### src/hdl/emul_pkg.sv
package emul_pkg;

    // data widths
    localparam int REG_W            = 32;
    localparam int ADDR_W           = 4;
    localparam int SAMPLE_W         = 16;
    localparam int HALF_W           = 8;
    localparam int WORD_W           = 64;
    localparam int SAMPLES_PER_WORD = 4;

    // over-range hold time in clk cycles
    localparam int OR_STRETCH = 16;
    localparam int OR_CNT_W   = $clog2(OR_STRETCH + 1);

    // register map
    localparam logic [ADDR_W-1:0] ADDR_PERIOD     = 4'd1;
    localparam logic [ADDR_W-1:0] ADDR_ENABLE     = 4'd2;
    localparam logic [ADDR_W-1:0] ADDR_STROBE_LEN = 4'd3;
    localparam logic [ADDR_W-1:0] ADDR_SOA_LEN    = 4'd4;
    localparam logic [ADDR_W-1:0] ADDR_FIFO_ERR   = 4'd5;

    // values after reset
    localparam logic [REG_W-1:0] DEF_PERIOD     = 32'd60000;
    localparam logic [REG_W-1:0] DEF_STROBE_LEN = 32'd630;
    localparam logic [REG_W-1:0] DEF_SOA_LEN    = 32'd8;

    typedef logic [REG_W-1:0]    frame_pos_t;
    typedef logic [SAMPLE_W-1:0] adc_sample_t;
    typedef logic [WORD_W-1:0]   fifo_word_t;

    // one host access
    typedef struct packed {
        logic              wr;
        logic [ADDR_W-1:0] addr;
        logic [REG_W-1:0]  data;
    } reg_cmd_t;

    // frame settings shared by the timer and the packer
    typedef struct packed {
        logic             enable;
        logic [REG_W-1:0] period;
        logic [REG_W-1:0] strobe_len;
        logic [REG_W-1:0] soa_len;
    } timing_cfg_t;

endpackage

### src/hdl/adc_capture.sv
`timescale 1ns/1ns

module adc_capture
(
    input  logic                            clk,
    input  logic                            reset,
    input  logic [emul_pkg::HALF_W-1:0]     i_adc_p,
    input  logic [emul_pkg::HALF_W-1:0]     i_adc_n,
    input  logic                            i_adc_or,
    output emul_pkg::adc_sample_t           o_sample,
    output logic                            o_over_range
);

    logic [emul_pkg::HALF_W-1:0]     p_q;
    logic [emul_pkg::HALF_W-1:0]     n_q;
    logic                            or_q;
    logic [emul_pkg::OR_CNT_W-1:0]   or_cnt;

    // first stage, capture both halves
    always_ff @(posedge clk)
    begin
        p_q <= i_adc_p;
        n_q <= i_adc_n;
    end

    // second stage, odd bits from the rising half
    always_ff @(posedge clk)
    begin
        for (int k = 0; k < emul_pkg::HALF_W; k++)
        begin
            o_sample[2*k+1] <= p_q[k];
            o_sample[2*k]   <= n_q[k];
        end
    end

    // over-range stretch
    always_ff @(posedge clk)
    begin
        if (!reset)
        begin
            or_q         <= 1'b0;
            or_cnt       <= '0;
            o_over_range <= 1'b0;
        end
        else
        begin
            or_q <= i_adc_or;
            if (or_q)
            begin
                or_cnt <= emul_pkg::OR_CNT_W'(emul_pkg::OR_STRETCH);
            end
            else if (or_cnt != '0)
            begin
                or_cnt <= or_cnt - 1'b1;
            end
            // flag cycle plus OR_STRETCH countdown cycles
            o_over_range <= or_q || (or_cnt != '0);
        end
    end

endmodule

### src/hdl/adc_emul.sv
`timescale 1ns/1ns

module adc_emul
(
    input  logic                            clk,
    input  logic                            reset,
    input  logic                            i_reg_req,
    input  emul_pkg::reg_cmd_t              i_reg_cmd,
    input  logic [emul_pkg::HALF_W-1:0]     i_adc_p,
    input  logic [emul_pkg::HALF_W-1:0]     i_adc_n,
    input  logic                            i_adc_or,
    input  logic                            i_fifo_full,
    output logic                            o_reg_ack,
    output logic [emul_pkg::REG_W-1:0]      o_reg_rdata,
    output logic                            o_strobe,
    output logic                            o_soa,
    output logic                            o_over_range,
    output logic                            o_fifo_wr,
    output emul_pkg::fifo_word_t            o_fifo_din,
    output logic                            o_fifo_reset
);

    emul_pkg::timing_cfg_t          cfg;
    emul_pkg::frame_pos_t           frame_pos;
    logic                           frame_start;
    emul_pkg::adc_sample_t          sample;
    logic [emul_pkg::REG_W-1:0]     fifo_err;

    // host registers
    reg_bank reg_bank_i
    (
        .clk          (clk),
        .reset        (reset),
        .i_reg_req    (i_reg_req),
        .i_reg_cmd    (i_reg_cmd),
        .i_fifo_err   (fifo_err),
        .o_reg_ack    (o_reg_ack),
        .o_reg_rdata  (o_reg_rdata),
        .o_cfg        (cfg),
        .o_fifo_reset (o_fifo_reset)
    );

    // ddr halves to samples
    adc_capture adc_capture_i
    (
        .clk          (clk),
        .reset        (reset),
        .i_adc_p      (i_adc_p),
        .i_adc_n      (i_adc_n),
        .i_adc_or     (i_adc_or),
        .o_sample     (sample),
        .o_over_range (o_over_range)
    );

    pulse_timer pulse_timer_i
    (
        .clk           (clk),
        .reset         (reset),
        .i_cfg         (cfg),
        .o_strobe      (o_strobe),
        .o_soa         (o_soa),
        .o_frame_pos   (frame_pos),
        .o_frame_start (frame_start)
    );

    // fifo side
    sample_packer sample_packer_i
    (
        .clk           (clk),
        .reset         (reset),
        .i_cfg         (cfg),
        .i_sample      (sample),
        .i_frame_pos   (frame_pos),
        .i_frame_start (frame_start),
        .i_fifo_full   (i_fifo_full),
        .o_fifo_wr     (o_fifo_wr),
        .o_fifo_din    (o_fifo_din),
        .o_fifo_err    (fifo_err)
    );

endmodule

### src/hdl/pulse_timer.sv
`timescale 1ns/1ns

module pulse_timer
(
    input  logic                     clk,
    input  logic                     reset,
    input  emul_pkg::timing_cfg_t    i_cfg,
    output logic                     o_strobe,
    output logic                     o_soa,
    output emul_pkg::frame_pos_t     o_frame_pos,
    output logic                     o_frame_start
);

    emul_pkg::frame_pos_t pos;

    assign o_frame_pos   = pos;
    assign o_frame_start = i_cfg.enable && (pos == '0);

    // frame position, period+1 cycles per frame
    always_ff @(posedge clk)
    begin
        if (!reset)
        begin
            pos <= '0;
        end
        else if (!i_cfg.enable)
        begin
            pos <= '0;
        end
        else if (pos >= i_cfg.period)
        begin
            // also wraps at once if period shrinks below pos
            pos <= '0;
        end
        else
        begin
            pos <= pos + 1'b1;
        end
    end

    // gates, one cycle behind the position
    always_ff @(posedge clk)
    begin
        if (!reset)
        begin
            o_strobe <= 1'b0;
            o_soa    <= 1'b0;
        end
        else
        begin
            o_strobe <= i_cfg.enable && (pos <= i_cfg.strobe_len);
            o_soa    <= i_cfg.enable && (pos <= i_cfg.soa_len);
        end
    end

    // once period settles the position stays inside the frame
    a_pos_in_frame : assert property (
        @(posedge clk) disable iff (!reset)
        (i_cfg.enable && $stable(i_cfg.period)) |-> (pos <= i_cfg.period)
    );

endmodule

### src/hdl/reg_bank.sv
`timescale 1ns/1ns

module reg_bank
(
    input  logic                           clk,
    input  logic                           reset,
    input  logic                           i_reg_req,
    input  emul_pkg::reg_cmd_t             i_reg_cmd,
    input  logic [emul_pkg::REG_W-1:0]     i_fifo_err,
    output logic                           o_reg_ack,
    output logic [emul_pkg::REG_W-1:0]     o_reg_rdata,
    output emul_pkg::timing_cfg_t          o_cfg,
    output logic                           o_fifo_reset
);

    typedef enum logic
    {
        ST_IDLE,
        ST_ACK
    } hs_state_t;

    hs_state_t                       state;
    logic [emul_pkg::REG_W-1:0]      rd_val;
    logic                            access;

    // a request is taken only from idle, so ack is low before the next one
    assign access    = (state == ST_IDLE) && i_reg_req;
    assign o_reg_ack = (state == ST_ACK);

    // read mux
    always_comb
    begin
        case (i_reg_cmd.addr)
            emul_pkg::ADDR_PERIOD:     rd_val = o_cfg.period;
            emul_pkg::ADDR_ENABLE:     rd_val = emul_pkg::REG_W'(o_cfg.enable);
            emul_pkg::ADDR_STROBE_LEN: rd_val = o_cfg.strobe_len;
            emul_pkg::ADDR_SOA_LEN:    rd_val = o_cfg.soa_len;
            emul_pkg::ADDR_FIFO_ERR:   rd_val = i_fifo_err;
            default:                   rd_val = '0;
        endcase
    end

    // handshake and settings
    always_ff @(posedge clk)
    begin
        if (!reset)
        begin
            state            <= ST_IDLE;
            o_fifo_reset     <= 1'b0;
            o_cfg.enable     <= 1'b0;
            o_cfg.period     <= emul_pkg::DEF_PERIOD;
            o_cfg.strobe_len <= emul_pkg::DEF_STROBE_LEN;
            o_cfg.soa_len    <= emul_pkg::DEF_SOA_LEN;
        end
        else
        begin
            o_fifo_reset <= 1'b0;
            case (state)
                ST_IDLE:
                begin
                    if (i_reg_req)
                    begin
                        state <= ST_ACK;
                        if (i_reg_cmd.wr)
                        begin
                            case (i_reg_cmd.addr)
                                emul_pkg::ADDR_PERIOD:
                                    o_cfg.period <= i_reg_cmd.data;
                                emul_pkg::ADDR_ENABLE:
                                    o_cfg.enable <= (i_reg_cmd.data != '0);
                                emul_pkg::ADDR_STROBE_LEN:
                                    o_cfg.strobe_len <= i_reg_cmd.data;
                                emul_pkg::ADDR_SOA_LEN:
                                    o_cfg.soa_len <= i_reg_cmd.data;
                                // write only pulses the fifo reset
                                emul_pkg::ADDR_FIFO_ERR:
                                    o_fifo_reset <= 1'b1;
                                default:
                                    ;
                            endcase
                        end
                    end
                end
                ST_ACK:
                begin
                    if (!i_reg_req)
                    begin
                        state <= ST_IDLE;
                    end
                end
                default:
                    state <= ST_IDLE;
            endcase
        end
    end

    // read data held while ack is up
    always_ff @(posedge clk)
    begin
        if (access)
        begin
            o_reg_rdata <= rd_val;
        end
    end

    // ack only ever answers a request seen on the cycle before
    a_ack_needs_req : assert property (
        @(posedge clk) disable iff (!reset)
        $rose(o_reg_ack) |-> $past(i_reg_req)
    );

endmodule

### src/hdl/sample_packer.sv
`timescale 1ns/1ns

module sample_packer
(
    input  logic                           clk,
    input  logic                           reset,
    input  emul_pkg::timing_cfg_t          i_cfg,
    input  emul_pkg::adc_sample_t          i_sample,
    input  emul_pkg::frame_pos_t           i_frame_pos,
    input  logic                           i_frame_start,
    input  logic                           i_fifo_full,
    output logic                           o_fifo_wr,
    output emul_pkg::fifo_word_t           o_fifo_din,
    output logic [emul_pkg::REG_W-1:0]     o_fifo_err
);

    localparam int SLOT_W = $clog2(emul_pkg::SAMPLES_PER_WORD);
    localparam logic [SLOT_W-1:0] LAST_SLOT = SLOT_W'(emul_pkg::SAMPLES_PER_WORD - 1);

    logic [SLOT_W-1:0]       slot_q;
    logic [SLOT_W-1:0]       cur_slot;
    logic                    last_slot;
    emul_pkg::fifo_word_t    word_q;
    emul_pkg::fifo_word_t    word_next;
    logic                    suppress;
    emul_pkg::frame_pos_t    mark_pos;

    // slot count restarts on each frame
    assign cur_slot  = i_frame_start ? '0 : slot_q;
    assign last_slot = i_cfg.enable && (cur_slot == LAST_SLOT);

    // slot order 63:48, 15:0, 31:16, 47:32
    always_comb
    begin
        word_next = word_q;
        case (cur_slot)
            2'd0: word_next[63:48] = i_sample;
            2'd1: word_next[15:0]  = i_sample;
            2'd2: word_next[31:16] = i_sample;
            2'd3: word_next[47:32] = i_sample;
            default: word_next = word_q;
        endcase
    end

    always_ff @(posedge clk)
    begin
        word_q <= word_next;
        if (last_slot && !i_fifo_full)
        begin
            o_fifo_din <= word_next;
        end
    end

    // write control and overflow handling
    always_ff @(posedge clk)
    begin
        if (!reset)
        begin
            slot_q     <= '0;
            o_fifo_wr  <= 1'b0;
            suppress   <= 1'b0;
            mark_pos   <= '0;
            o_fifo_err <= '0;
        end
        else if (!i_cfg.enable)
        begin
            // error count survives a disable
            slot_q    <= '0;
            o_fifo_wr <= 1'b0;
            suppress  <= 1'b0;
            mark_pos  <= '0;
        end
        else
        begin
            slot_q    <= cur_slot + 1'b1;
            o_fifo_wr <= 1'b0;
            if (last_slot)
            begin
                if (i_fifo_full)
                begin
                    o_fifo_err <= o_fifo_err + 1'b1;
                    if (!suppress)
                    begin
                        suppress <= 1'b1;
                        mark_pos <= i_frame_pos;
                    end
                end
                else if (!suppress)
                begin
                    o_fifo_wr <= 1'b1;
                end
                else if (i_frame_pos == mark_pos)
                begin
                    // same spot one frame on, stream is aligned again
                    o_fifo_wr <= 1'b1;
                    suppress  <= 1'b0;
                end
            end
        end
    end

    // a write follows a non-full cycle at the last slot of a frame-aligned word
    a_wr_frame_aligned : assert property (
        @(posedge clk) disable iff (!reset)
        o_fifo_wr |-> ($past(!i_fifo_full) &&
                       ($past(i_frame_pos[SLOT_W-1:0]) == LAST_SLOT))
    );

endmodule

### config.mk
export PLATFORM = sky130hd
export DESIGN_NAME = adc_emul
export DESIGN_NICKNAME = d
export VERILOG_FILES = /design/src/hdl/emul_pkg.sv /design/src/hdl/adc_capture.sv /design/src/hdl/adc_emul.sv /design/src/hdl/pulse_timer.sv /design/src/hdl/reg_bank.sv /design/src/hdl/sample_packer.sv
export SDC_FILE = /design/constraint.sdc
export NUM_CORES = 1
export LEC_CHECK = 0
export BUFFER_PORTS_ARGS = -buffer_cell sky130_fd_sc_hd__buf_2
export CAP_MARGIN = 20
export CORE_UTILIZATION = 59
export DETAILED_ROUTE_END_ITERATION = 8
export PLACE_DENSITY = 0.82
export SLEW_MARGIN = 25
export SYNTH_ARGS = -nofsm -noshare
export SYNTH_HDL_FRONTEND = slang
export SYNTH_SLANG_ARGS = --single-unit
export TNS_END_PERCENT = 30
### constraint.sdc
create_clock -name clk -period 5.4 [get_ports clk]
set_clock_uncertainty 0.05 [all_clocks]
set_input_delay 0.27 -clock clk [delete_from_list [all_inputs] [get_ports clk]]
set_output_delay 0.27 -clock clk [all_outputs]
set_load 0.03 [all_outputs]
==> flow_summary.yaml, run 1 <==
route:
  dr.pass1.iters: 8
  drt_iter0_markers: 1533
  detail_route.wl_per_cell_microns: 19.88
  final_antenna_net_count: 0
  post-route-drc-count: 0
  finalWirelength_microns: 45980
  routed_via_density: 5.909
  vias: 13670
sta:
  relSlewSlack_pct: 29.77
  min_period_over_period_pct: 67.81
  fmax_ghz: 0.2731
  report.final.slew_viol_count: 0
  min_period_ns: 3.662
  rsz0062_at_grt: "no"
  tightestPinTransition_ns: 1.053
  worst_slack_ns: 1.738
  fin_setup_tns_ns: 0
  setup_violations: 0
  hold_viol: 0
  hold_slack_ns: 0.02202
finish:
  drive_gt1_share_pct: 16.80
  fillCellCount: 1970
  final_cell_area_sq_um: 20150
  num_antenna_cells: 0
  multiInputGateArea_sq_um: 7531
  fin_nets: 2058
  fin_cells: 2313
  mostFrequentLayoutCells: "nand2_1 (321), dfxtp_1 (304), buf_2 (158)"
  utilization_pct: 70.20
  syn2layout_area_growth_pct: 17.06
  ff_latch_area_sq_um: 8969
  mostFrequentLayoutCell: "nand2_1"
worst_setup_path:
  arrival_ns: 4.03
  critical-path-top-delay-family: "simple AND/OR/NAND/NOR gates"
  path_cells: "inv_1 -> ha_1 -> nor4b_1 -> nand4_1 -> o21ai_0 -> inv_1 -> ha_1 -> nand3_1 -> nor4_1 -> nand4_1 -> xnor2_1 -> and2_1"
  critPathKind: "reg -> reg"
  cp_max_fo: 9
  r2r_setup_slack_ns: 1.74
  slowest_stage: "nor4_1"
  cpPeakStageDelay_ns: 0.91
  cp-start-kind: "register"
  end_kind: "register"
  cp.required_ns: 5.77
  crit_buf_inv: 2
logic_synthesis:
  synth_top_flop_cell: "dfxtp_1"
  synthCells: 1723
  synth_top_area_share_pct: 35.36
  syn_area_sq_um: 17210
  synth_edf_count: 96
  syn-num-nets: 1886
  synth_cell_type_count: 51
  synth_area_leader_cell: "dfxtp_1"
  synth.area.top_cells: "dfxtp_1 (35%), edfxtp_1 (17%), ha_1 (7.6%), nand2_1 (7.0%), mux2_2 (4.3%)"
  synth_area_per_cell_sq_um: 9.989
  yosys_warnings: 0
  ys_seq_area_share_pct: 52.11
  ys_ff_latch: 400
  async_flop_share_pct: 0
place:
  post-place-cells: 2187
  portBuffers: 159
  dpl.hpwl_microns: 30150
  gp_congestion: 0.9193
  pre_cts_ws_ns: 1.836
  place_area_sq_um: 18260
die:
  initial_core_util_pct: 59.97
  core_sq_um: 28700
  dieHeight_microns: 172.8
  dieArea_sq_um: 29860
  die_w_microns: 172.8
  pin_count: 160
  num_rows: 62
clock_network:
  clock-sinks: 400
  cts_root_buf: "clkbuf_16"
  postCtsSetupBuffers: 0
  clk_path_buf_depth: 3
  clk_pin_slew_worst_paths_ns: 0.06
  cts_tree: "built"
  clock_latency_ns: 0.55
  htree_levels: 2
  cts_made_buffers: 42
min_path:
  hp-class: "in -> reg"
grt:
  grt_pass1_wl_microns: 72230
  grt_pass1_vias: 13440
  grt_remaining_overflow: 0
  antenna_found_initial: 0
  grt_util_all_layers_pct: 30.32
  grt_max_degree: 107
power_and_ir_drop:
  ir_worst_vdd_uv: 180.8
  power-per-cell-area_nw_per_um2: 317.3
  p_total_mw: 6.392
  power.leakage_nw: 8.103
run_status:
  status: "finished, final reports clean"
flow_run:
  max-cap-violations: 0
-- metal layers --
metal / vias up / wire length [microns] / global-route usage, %
li1: 6297 / - / -
met4: 0 / 1729 / 12.32
met1: 6482 / 18110 / 38.80
met2: 735 / 21970 / 50.92
met5: - / 0 / 0
met3: 154 / 4160 / 5.299
-- power breakdown --
group	switching [mW]	leakage, nW	internal (mW)	total (mW)
clock	1.20	0.688	1.73	2.93
combinational	0.175	4.03	0.126	0.300
sequential	0.0346	3.38	3.13	3.17
-- area by class of cell --
class | count | share of cell area (%)
repair buffers | 218 | 6.757
inverters | 107 | 1.993
clock buffers | 57 | 5.844
flip-flops and latches | 400 | 44.51
clock inverters | 21 | 1.130
multi-input cells | 1126 | 37.38
well taps | 384 | 2.385
-- registers in the layout (all words and copies together), names as in the netlist, 2 cells and up --
name	cells
reg_bank_i.o_reg_rdata	32
adc_capture_i.or_cnt	5
adc_capture_i.o_sample	16
sample_packer_i.o_fifo_din	64
sample_packer_i.mark_pos	32
pulse_timer_i.o_frame_pos	32
adc_capture_i.n_q	8
sample_packer_i.word_q	64
sample_packer_i.slot_q	2
adc_capture_i.p_q	8
reg_bank_i.o_cfg	97
sample_packer_i.o_fifo_err	32
-- cell families (layout without fill, tap and decap cells) --
logic type | after synthesis | count (layout) | share of synthesized area [%]
compound gates | 284 | 284 | 11.32
buf+inv | 197 | 403 | 4.413
xor+xnor | 93 | 93 | 4.732
fa+ha+maj | 105 | 105 | 7.633
mux | 66 | 66 | 4.311
simple gates | 578 | 578 | 15.48
flops | 400 | 400 | 52.11
-- worst register-to-register path, cell delays in order, from the launching register on --
cell and delay [ns]:
dfxtp_1 0.53, inv_1 0.08, ha_1 0.22, nor4b_1 0.15
nand4_1 0.16, o21ai_0 0.17, inv_1 0.12, ha_1 0.19
nand3_1 0.41, nor4_1 0.91, nand4_1 0.21, xnor2_1 0.17
and2_1 0.16
-- cells in the mapped netlist (10+ instances only) --
| master | instances |
|---|---|
| ha_1 | 105 |
| and2_1 | 33 |
| nor4_1 | 27 |
| nand3_1 | 32 |
| a21o_1 | 16 |
| xnor2_1 | 32 |
| nor3_1 | 10 |
| xor2_1 | 61 |
| o211ai_1 | 17 |
| a22oi_1 | 63 |
| o21ai_0 | 15 |
| a21oi_1 | 63 |
| nand4_1 | 40 |
| a21boi_0 | 78 |
| edfxtp_1 | 96 |
| clkbuf_1 | 75 |
| buf_2 | 10 |
| nand2_1 | 321 |
| nor2_1 | 68 |
| mux2_2 | 65 |
| dfxtp_1 | 304 |
| inv_1 | 107 |
-- final timing paths --
kind                                start                              to  cells after the start
max          pulse_timer_i.o_frame_pos[1]  sample_packer_i.o_fifo_err[11]                     12
min                         i_reg_cmd[31]            reg_bank_i.o_cfg[63]                      3
max reg2reg  pulse_timer_i.o_frame_pos[1]  sample_packer_i.o_fifo_err[11]                     12
min reg2reg          adc_capture_i.p_q[0]       adc_capture_i.o_sample[1]                      0
-- what timing repair did --
| item | CTS | global route |
|---|---|---|
| endpoints found under the hold margin | 89 | 0 |
| gates resized for setup | 0 | 0 |
| hold buffers | 48 | 0 |
(Power assumes the default switching activity.)
==> run 2: changes to the inputs <==
- clock period: 5.4 -> 3.81 ns (I/O delays scaled with it)
==> flow_summary.yaml, run 2 (synthesis results as in run 1) <==
run_status:
  status: "finished, final reports clean"
die:
  num_rows: 62
  core_sq_um: 28700
  die_w_microns: 172.8
  initial_core_util_pct: 59.97
  pin_count: 160
  dieHeight_microns: 172.8
  dieArea_sq_um: 29860
worst_setup_path:
  cp_max_fo: 7
  cpPeakStageDelay_ns: 0.49
  critical-path-top-delay-family: "simple AND/OR/NAND/NOR gates"
  slowest_stage: "nor2_1"
  crit_start: "pulse_timer_i.o_frame_pos[0]"
  cp.required_ns: 4.20
  cp-start-kind: "register"
  r2r_setup_slack_ns: 0.48
  cp_common_cell: "nand4_1"
  critPathKind: "reg -> reg"
  end_kind: "register"
  cp.depth: 13
  arrival_ns: 3.72
  regToRegStartpoint: "pulse_timer_i.o_frame_pos[0]"
  crit_buf_inv: 2
  path_cells: "inv_1 -> ha_1 -> nor4b_1 -> nand4_1 -> o21ai_0 -> inv_1 -> ha_1 -> and3_1 -> nand4_1 -> nor2_1 -> nand4_1 -> xnor2_1 -> and2_1"
  r2r_cells: 13
finish:
  multiInputGateArea_sq_um: 7525
  top_regs: "reg_bank_i.o_cfg x97, sample_packer_i.o_fifo_din x64, sample_packer_i.word_q x64"
  syn2layout_area_growth_pct: 18.24
  drive_gt1_share_pct: 17.38
  largest_reg_flops: 97
  num_antenna_cells: 0
  fillCellCount: 2031
  largest_register: "reg_bank_i.o_cfg"
  fin_nets: 2087
  mostFrequentLayoutCell: "nand2_1"
  mostFrequentLayoutCells: "nand2_1 (321), dfxtp_1 (304), buf_2 (158)"
  ff_latch_area_sq_um: 8969
grt:
  grt_util_all_layers_pct: 29.84
  antenna_found_initial: 1
  grt_pass1_vias: 13270
  grt_remaining_overflow: 0
  grt_max_degree: 103
  grt_pass1_wl_microns: 70900
route:
  drt_iter0_markers: 1236
  vias: 13460
  finalWirelength_microns: 44890
  post-route-drc-count: 0
  final_antenna_net_count: 0
  detail_route.wl_per_cell_microns: 19.18
  routed_via_density: 5.751
  dr.pass1.iters: 5
place:
  dpl.hpwl_microns: 30210
  pre_cts_ws_ns: 0.5437
  portBuffers: 159
  gp_congestion: 0.9456
clock_network:
  cts_made_buffers: 41
  cts_root_buf: "clkbuf_16"
  clock_latency_ns: 0.55
  ctsResizeCount: 0
  clk_path_buf_depth: 3
  cts_tree: "built"
  clk_pin_slew_worst_paths_ns: 0.06
  clock-sinks: 400
  htree_levels: 2
power_and_ir_drop:
  power.leakage_nw: 8.236
  power-per-cell-area_nw_per_um2: 441.6
  ir_worst_vdd_uv: 418.3
sta:
  report.final.slew_viol_count: 0
  fmax_ghz: 0.3002
  fin_setup_tns_ns: 0
  rsz0062_at_grt: "no"
  tightestPinTransition_ns: 0.9348
  relSlewSlack_pct: 37.68
  min_period_ns: 3.332
  hold_viol: 0
  worst_slack_ns: 0.4784
  setup_violations: 0
  min_period_over_period_pct: 87.44
min_path:
  hold_start: "reset"
  holdPathStages: 2
  hp-class: "in -> reg"
flow_run:
  max-cap-violations: 0
run 2: cell types whose count changed in the layout (fill, tap and decap cells not counted), sizes merged:
| cell | change |
|---|---|
| clkbuf | +1 |
| dlygate4sd3 | +3 |
| inv | +1 |
| clkinv | -5 |
| buf | +27 |
run 2: power by group:
group	leakage [nW]	internal [mW]	switching, mW
Combinational	4.19	0.181	0.244
Sequential	3.38	4.44	0.0492
Clock	0.664	2.38	1.70
run 2: cell type report:
class,instances,share of cell area (%)
Clock inverter,17,1.174
Tap cell,384,2.361
Timing Repair Buffer,248,7.894
Clock buffer,58,5.552
Multi-Input combinational cell,1126,36.98
Inverter,107,1.974
Sequential cell,400,44.07
run 2: path summary, 6_finish.rpt:
| kind | end |
|---|---|
| worst max register to register | sample_packer_i.o_fifo_err[20] |
| worst min register to register | adc_capture_i.o_sample[12] |
| worst min-delay path | reg_bank_i.o_cfg[29] |
| worst max-delay path | sample_packer_i.o_fifo_err[20] |
run 2: worst register-to-register path: cells and delay by family (launching register included):
family / cells / cell delay (ns)
buffers and inverters: 2 / 0.27
xor gates and xnor gates: 1 / 0.15
AOI/OAI and AO/OA: 1 / 0.17
DFF: 1 / 0.44
adders and majority gates: 2 / 0.44
and+or+nand+nor: 7 / 1.71
run 2: layer usage:
layer  wire length (microns)  global-route usage [%]  vias up
met2                   21460                   49.80      570
met5                       9                       0        -
met4                    1448                   10.58        2
li1                        -                       -     6338
met3                    3818                   6.069      108
met1                   18150                   38.50     6439
run 2: repair_timing:
| item | 4_1_cts | 5_1_grt |
|---|---|---|
| setup buffers | 0 | 0 |
| hold endpoints to repair | 115 | 0 |
| hold buffers | 51 | 0 |
run 2: per-stage QoR:
| step | cell area (sq um) | utilization (%) | cells | hold WS [ns] | power (mW) |
|---|---|---|---|---|---|
| 6_report | 20350 | 70.90 | 2340 | 0.02825 | 8.987 |
| 2_1_floorplan | 17210 | - | 1723 | 0.1682 | 4.812 |
| 3_3_place_gp | 18470 | 64.35 | 2214 | 0.2423 | 4.935 |
| 3_5_place_dp | 18470 | 64.35 | 2214 | 0.2446 | 4.954 |
| 5_1_grt | 20350 | 70.90 | 2340 | 0.01877 | 9.248 |
| 4_1_cts | 20350 | 70.90 | 2340 | 0.009956 | 9.012 |
==> run 3: changes to the inputs <==
- GPL_TIMING_DRIVEN: unset -> 0
==> flow_summary.yaml, run 3 (synthesis results as in run 1) <==
grt:
  grt_util_all_layers_pct: 30.75
  antenna_found_initial: 0
  grt_remaining_overflow: 0
  grt_use_met2_pct: 51.38
  grt_pass1_vias: 13580
  grt_max_degree: 26
  top_usage_layer: "met2"
  grt_pass1_wl_microns: 73030
  grt_use_met1_pct: 39.97
  grtUsageMet3_pct: 5.717
power_and_ir_drop:
  sw_frac_of_total_pct: 22.13
  seqPwrFrac_pct: 50.9
  power.leakage_nw: 8.194
  clkPwrFrac_pct: 44.1
  p_int_mw: 6.867
  p_sw_mw: 1.951
  p_total_mw: 8.817
  power-per-cell-area_nw_per_um2: 431.8
  ir_worst_vdd_uv: 316.0
  comb_power_share_pct: 5.0
finish:
  multiInputGateArea_sq_um: 7518
  largest_reg_flops: 97
  fin_cells: 2396
  mostFrequentLayoutCells: "nand2_1 (321), dfxtp_1 (303), buf_2 (169)"
  fin_nets: 2143
  ff_latch_area_sq_um: 8970
  drive_gt1_share_pct: 15.66
  mostFrequentLayoutCell: "nand2_1"
  num_antenna_cells: 0
  top_regs: "reg_bank_i.o_cfg x97, sample_packer_i.o_fifo_din x64, sample_packer_i.word_q x64"
  fillCellCount: 2075
  largest_register: "reg_bank_i.o_cfg"
  utilization_pct: 71.15
  syn2layout_area_growth_pct: 18.65
sta:
  hold_viol: 0
  fmax_ghz: 0.2757
  relSlewSlack_pct: 39.05
  min_period_over_period_pct: 95.20
  report.final.slew_viol_count: 0
  tightestPinTransition_ns: 0.9073
  rsz0062_at_grt: "no"
  min_period_ns: 3.627
  setup_violations: 0
  hold_slack_ns: 0.01290
worst_setup_path:
  critPathKind: "reg -> reg"
  cp.required_ns: 4.24
  regToRegStartpoint: "pulse_timer_i.o_frame_pos[1]"
  arrival_ns: 4.05
  r2r_setup_slack_ns: 0.18
  cp-start-kind: "register"
  reg2reg_to: "sample_packer_i.o_fifo_err[27]"
  r2r_cells: 12
  cp_max_fo: 10
  end_kind: "register"
place:
  gp_congestion: 0.9466
  post-place-cells: 2269
  dpl.hpwl_microns: 32690
  portBuffers: 159
min_path:
  hold_end: "sample_packer_i.suppress"
  hp-class: "in -> reg"
  hold_start: "i_fifo_full"
  holdPathStages: 3
die:
  core_sq_um: 28700
  num_rows: 62
  dieArea_sq_um: 29860
  die_w_microns: 172.8
  initial_core_util_pct: 59.97
  pin_count: 160
  dieHeight_microns: 172.8
clock_network:
  cts_tree: "built"
  clk_pin_slew_worst_paths_ns: 0.06
  htree_levels: 2
  cts_root_buf: "clkbuf_16"
  cts_made_buffers: 40
  clock_latency_ns: 0.54
  clk_path_buf_depth: 3
  clock-sinks: 400
flow_run:
  max-cap-violations: 0
route:
  post-route-drc-count: 0
  detail_route.wl_per_cell_microns: 19.07
  vias: 13710
  drt_iter0_markers: 1279
  final_antenna_net_count: 0
  routed_via_density: 5.720
  finalWirelength_microns: 45690
  dr.pass1.iters: 7
run_status:
  status: "finished, final reports clean"
==> run 3: cell types whose count changed in the layout (fill, tap and decap cells not counted), sizes merged <==
cell,change
clkinvlp,-1
clkbuf,+75
buf,-18
clkinv,+3
bufinv,-1
inv,-2
==> run 3: how the worst max path moves through the flow <==
stage | startpoint | endpoint | slack [ns] | cells past startpoint
global placement | pulse_timer_i.o_frame_pos[0] | sample_packer_i.o_fifo_din[42] | -1.15 | 10
finish | pulse_timer_i.o_frame_pos[1] | sample_packer_i.o_fifo_err[27] | 0.18 | 12
CTS | pulse_timer_i.o_frame_pos[0] | sample_packer_i.o_fifo_din[55] | 0.11 | 9
floorplan | pulse_timer_i.o_frame_pos[0] | sample_packer_i.o_fifo_din[0] | 0.07 | 10
detailed placement | pulse_timer_i.o_frame_pos[0] | sample_packer_i.o_fifo_err[22] | -0.24 | 14
global route | pulse_timer_i.o_frame_pos[0] | sample_packer_i.mark_pos[14] | 0.02 | 13
==> run 3: power by group through the flow <==
stage | logic, mW | registers, mW | clock network, mW
3_5_place_dp | 0.391 | 4.58 | 0
4_1_cts | 0.433 | 4.49 | 3.89
6_report | 0.444 | 4.49 | 3.89
3_3_place_gp | 0.371 | 4.57 | 0
2_1_floorplan | 0.207 | 4.61 | 0
5_1_grt | 0.479 | 4.49 | 4.10
==> run 3: what timing repair did <==
item                                   4_1_cts  5_1_grt
hold buffers                                51        0
buffers inserted                             2        0
resized for setup                            1        8
setup endpoints to repair                   10       69
endpoints found under the hold margin      115        0
pin swaps                                    1        0
==> run 3: layout make-up <==
class | instances | area share [%]
flip-flops and latches | 400 | 43.92
multi-input cells | 1126 | 36.82
repair buffers | 215 | 6.874
clock buffers | 58 | 5.428
well taps | 384 | 2.353
inverters | 107 | 1.967
plain buffers | 90 | 1.764
clock inverters | 16 | 0.8761
==> run 3: layer usage <==
metal / share of wire [%] / vias to the layer above
met5: 0 / -
met4: 3.4 / 0
met3: 7.9 / 119
met2: 47 / 617
met1: 41 / 6516
li1: - / 6454
==> run 3: metrics by stage <==
| step | cell area (sq um) | worst slack [ns] | TNS (ns) |
|---|---|---|---|
| floorplan | 17210 | 0.06941 | 0 |
| global placement | 18490 | -1.145 | -101.68 |
| detailed placement | 18590 | -0.2413 | -1.363 |
| CTS | 20410 | 0.1062 | 0 |
| global route | 20420 | 0.01715 | 0 |
| finish | 20420 | 0.1829 | 0 |
==> run 3: worst max-delay path, cell delays in order (launching register included) <==
cell,delay (ns)
dfxtp_1,0.59
inv_1,0.09
ha_1,0.20
nor4b_1,0.15
nand4_1,0.16
o21ai_0,0.19
inv_1,0.12
ha_1,0.17
nand3_1,0.43
or4_4,0.74
buf_6,0.17
or3_1,0.34
a21boi_1,0.15
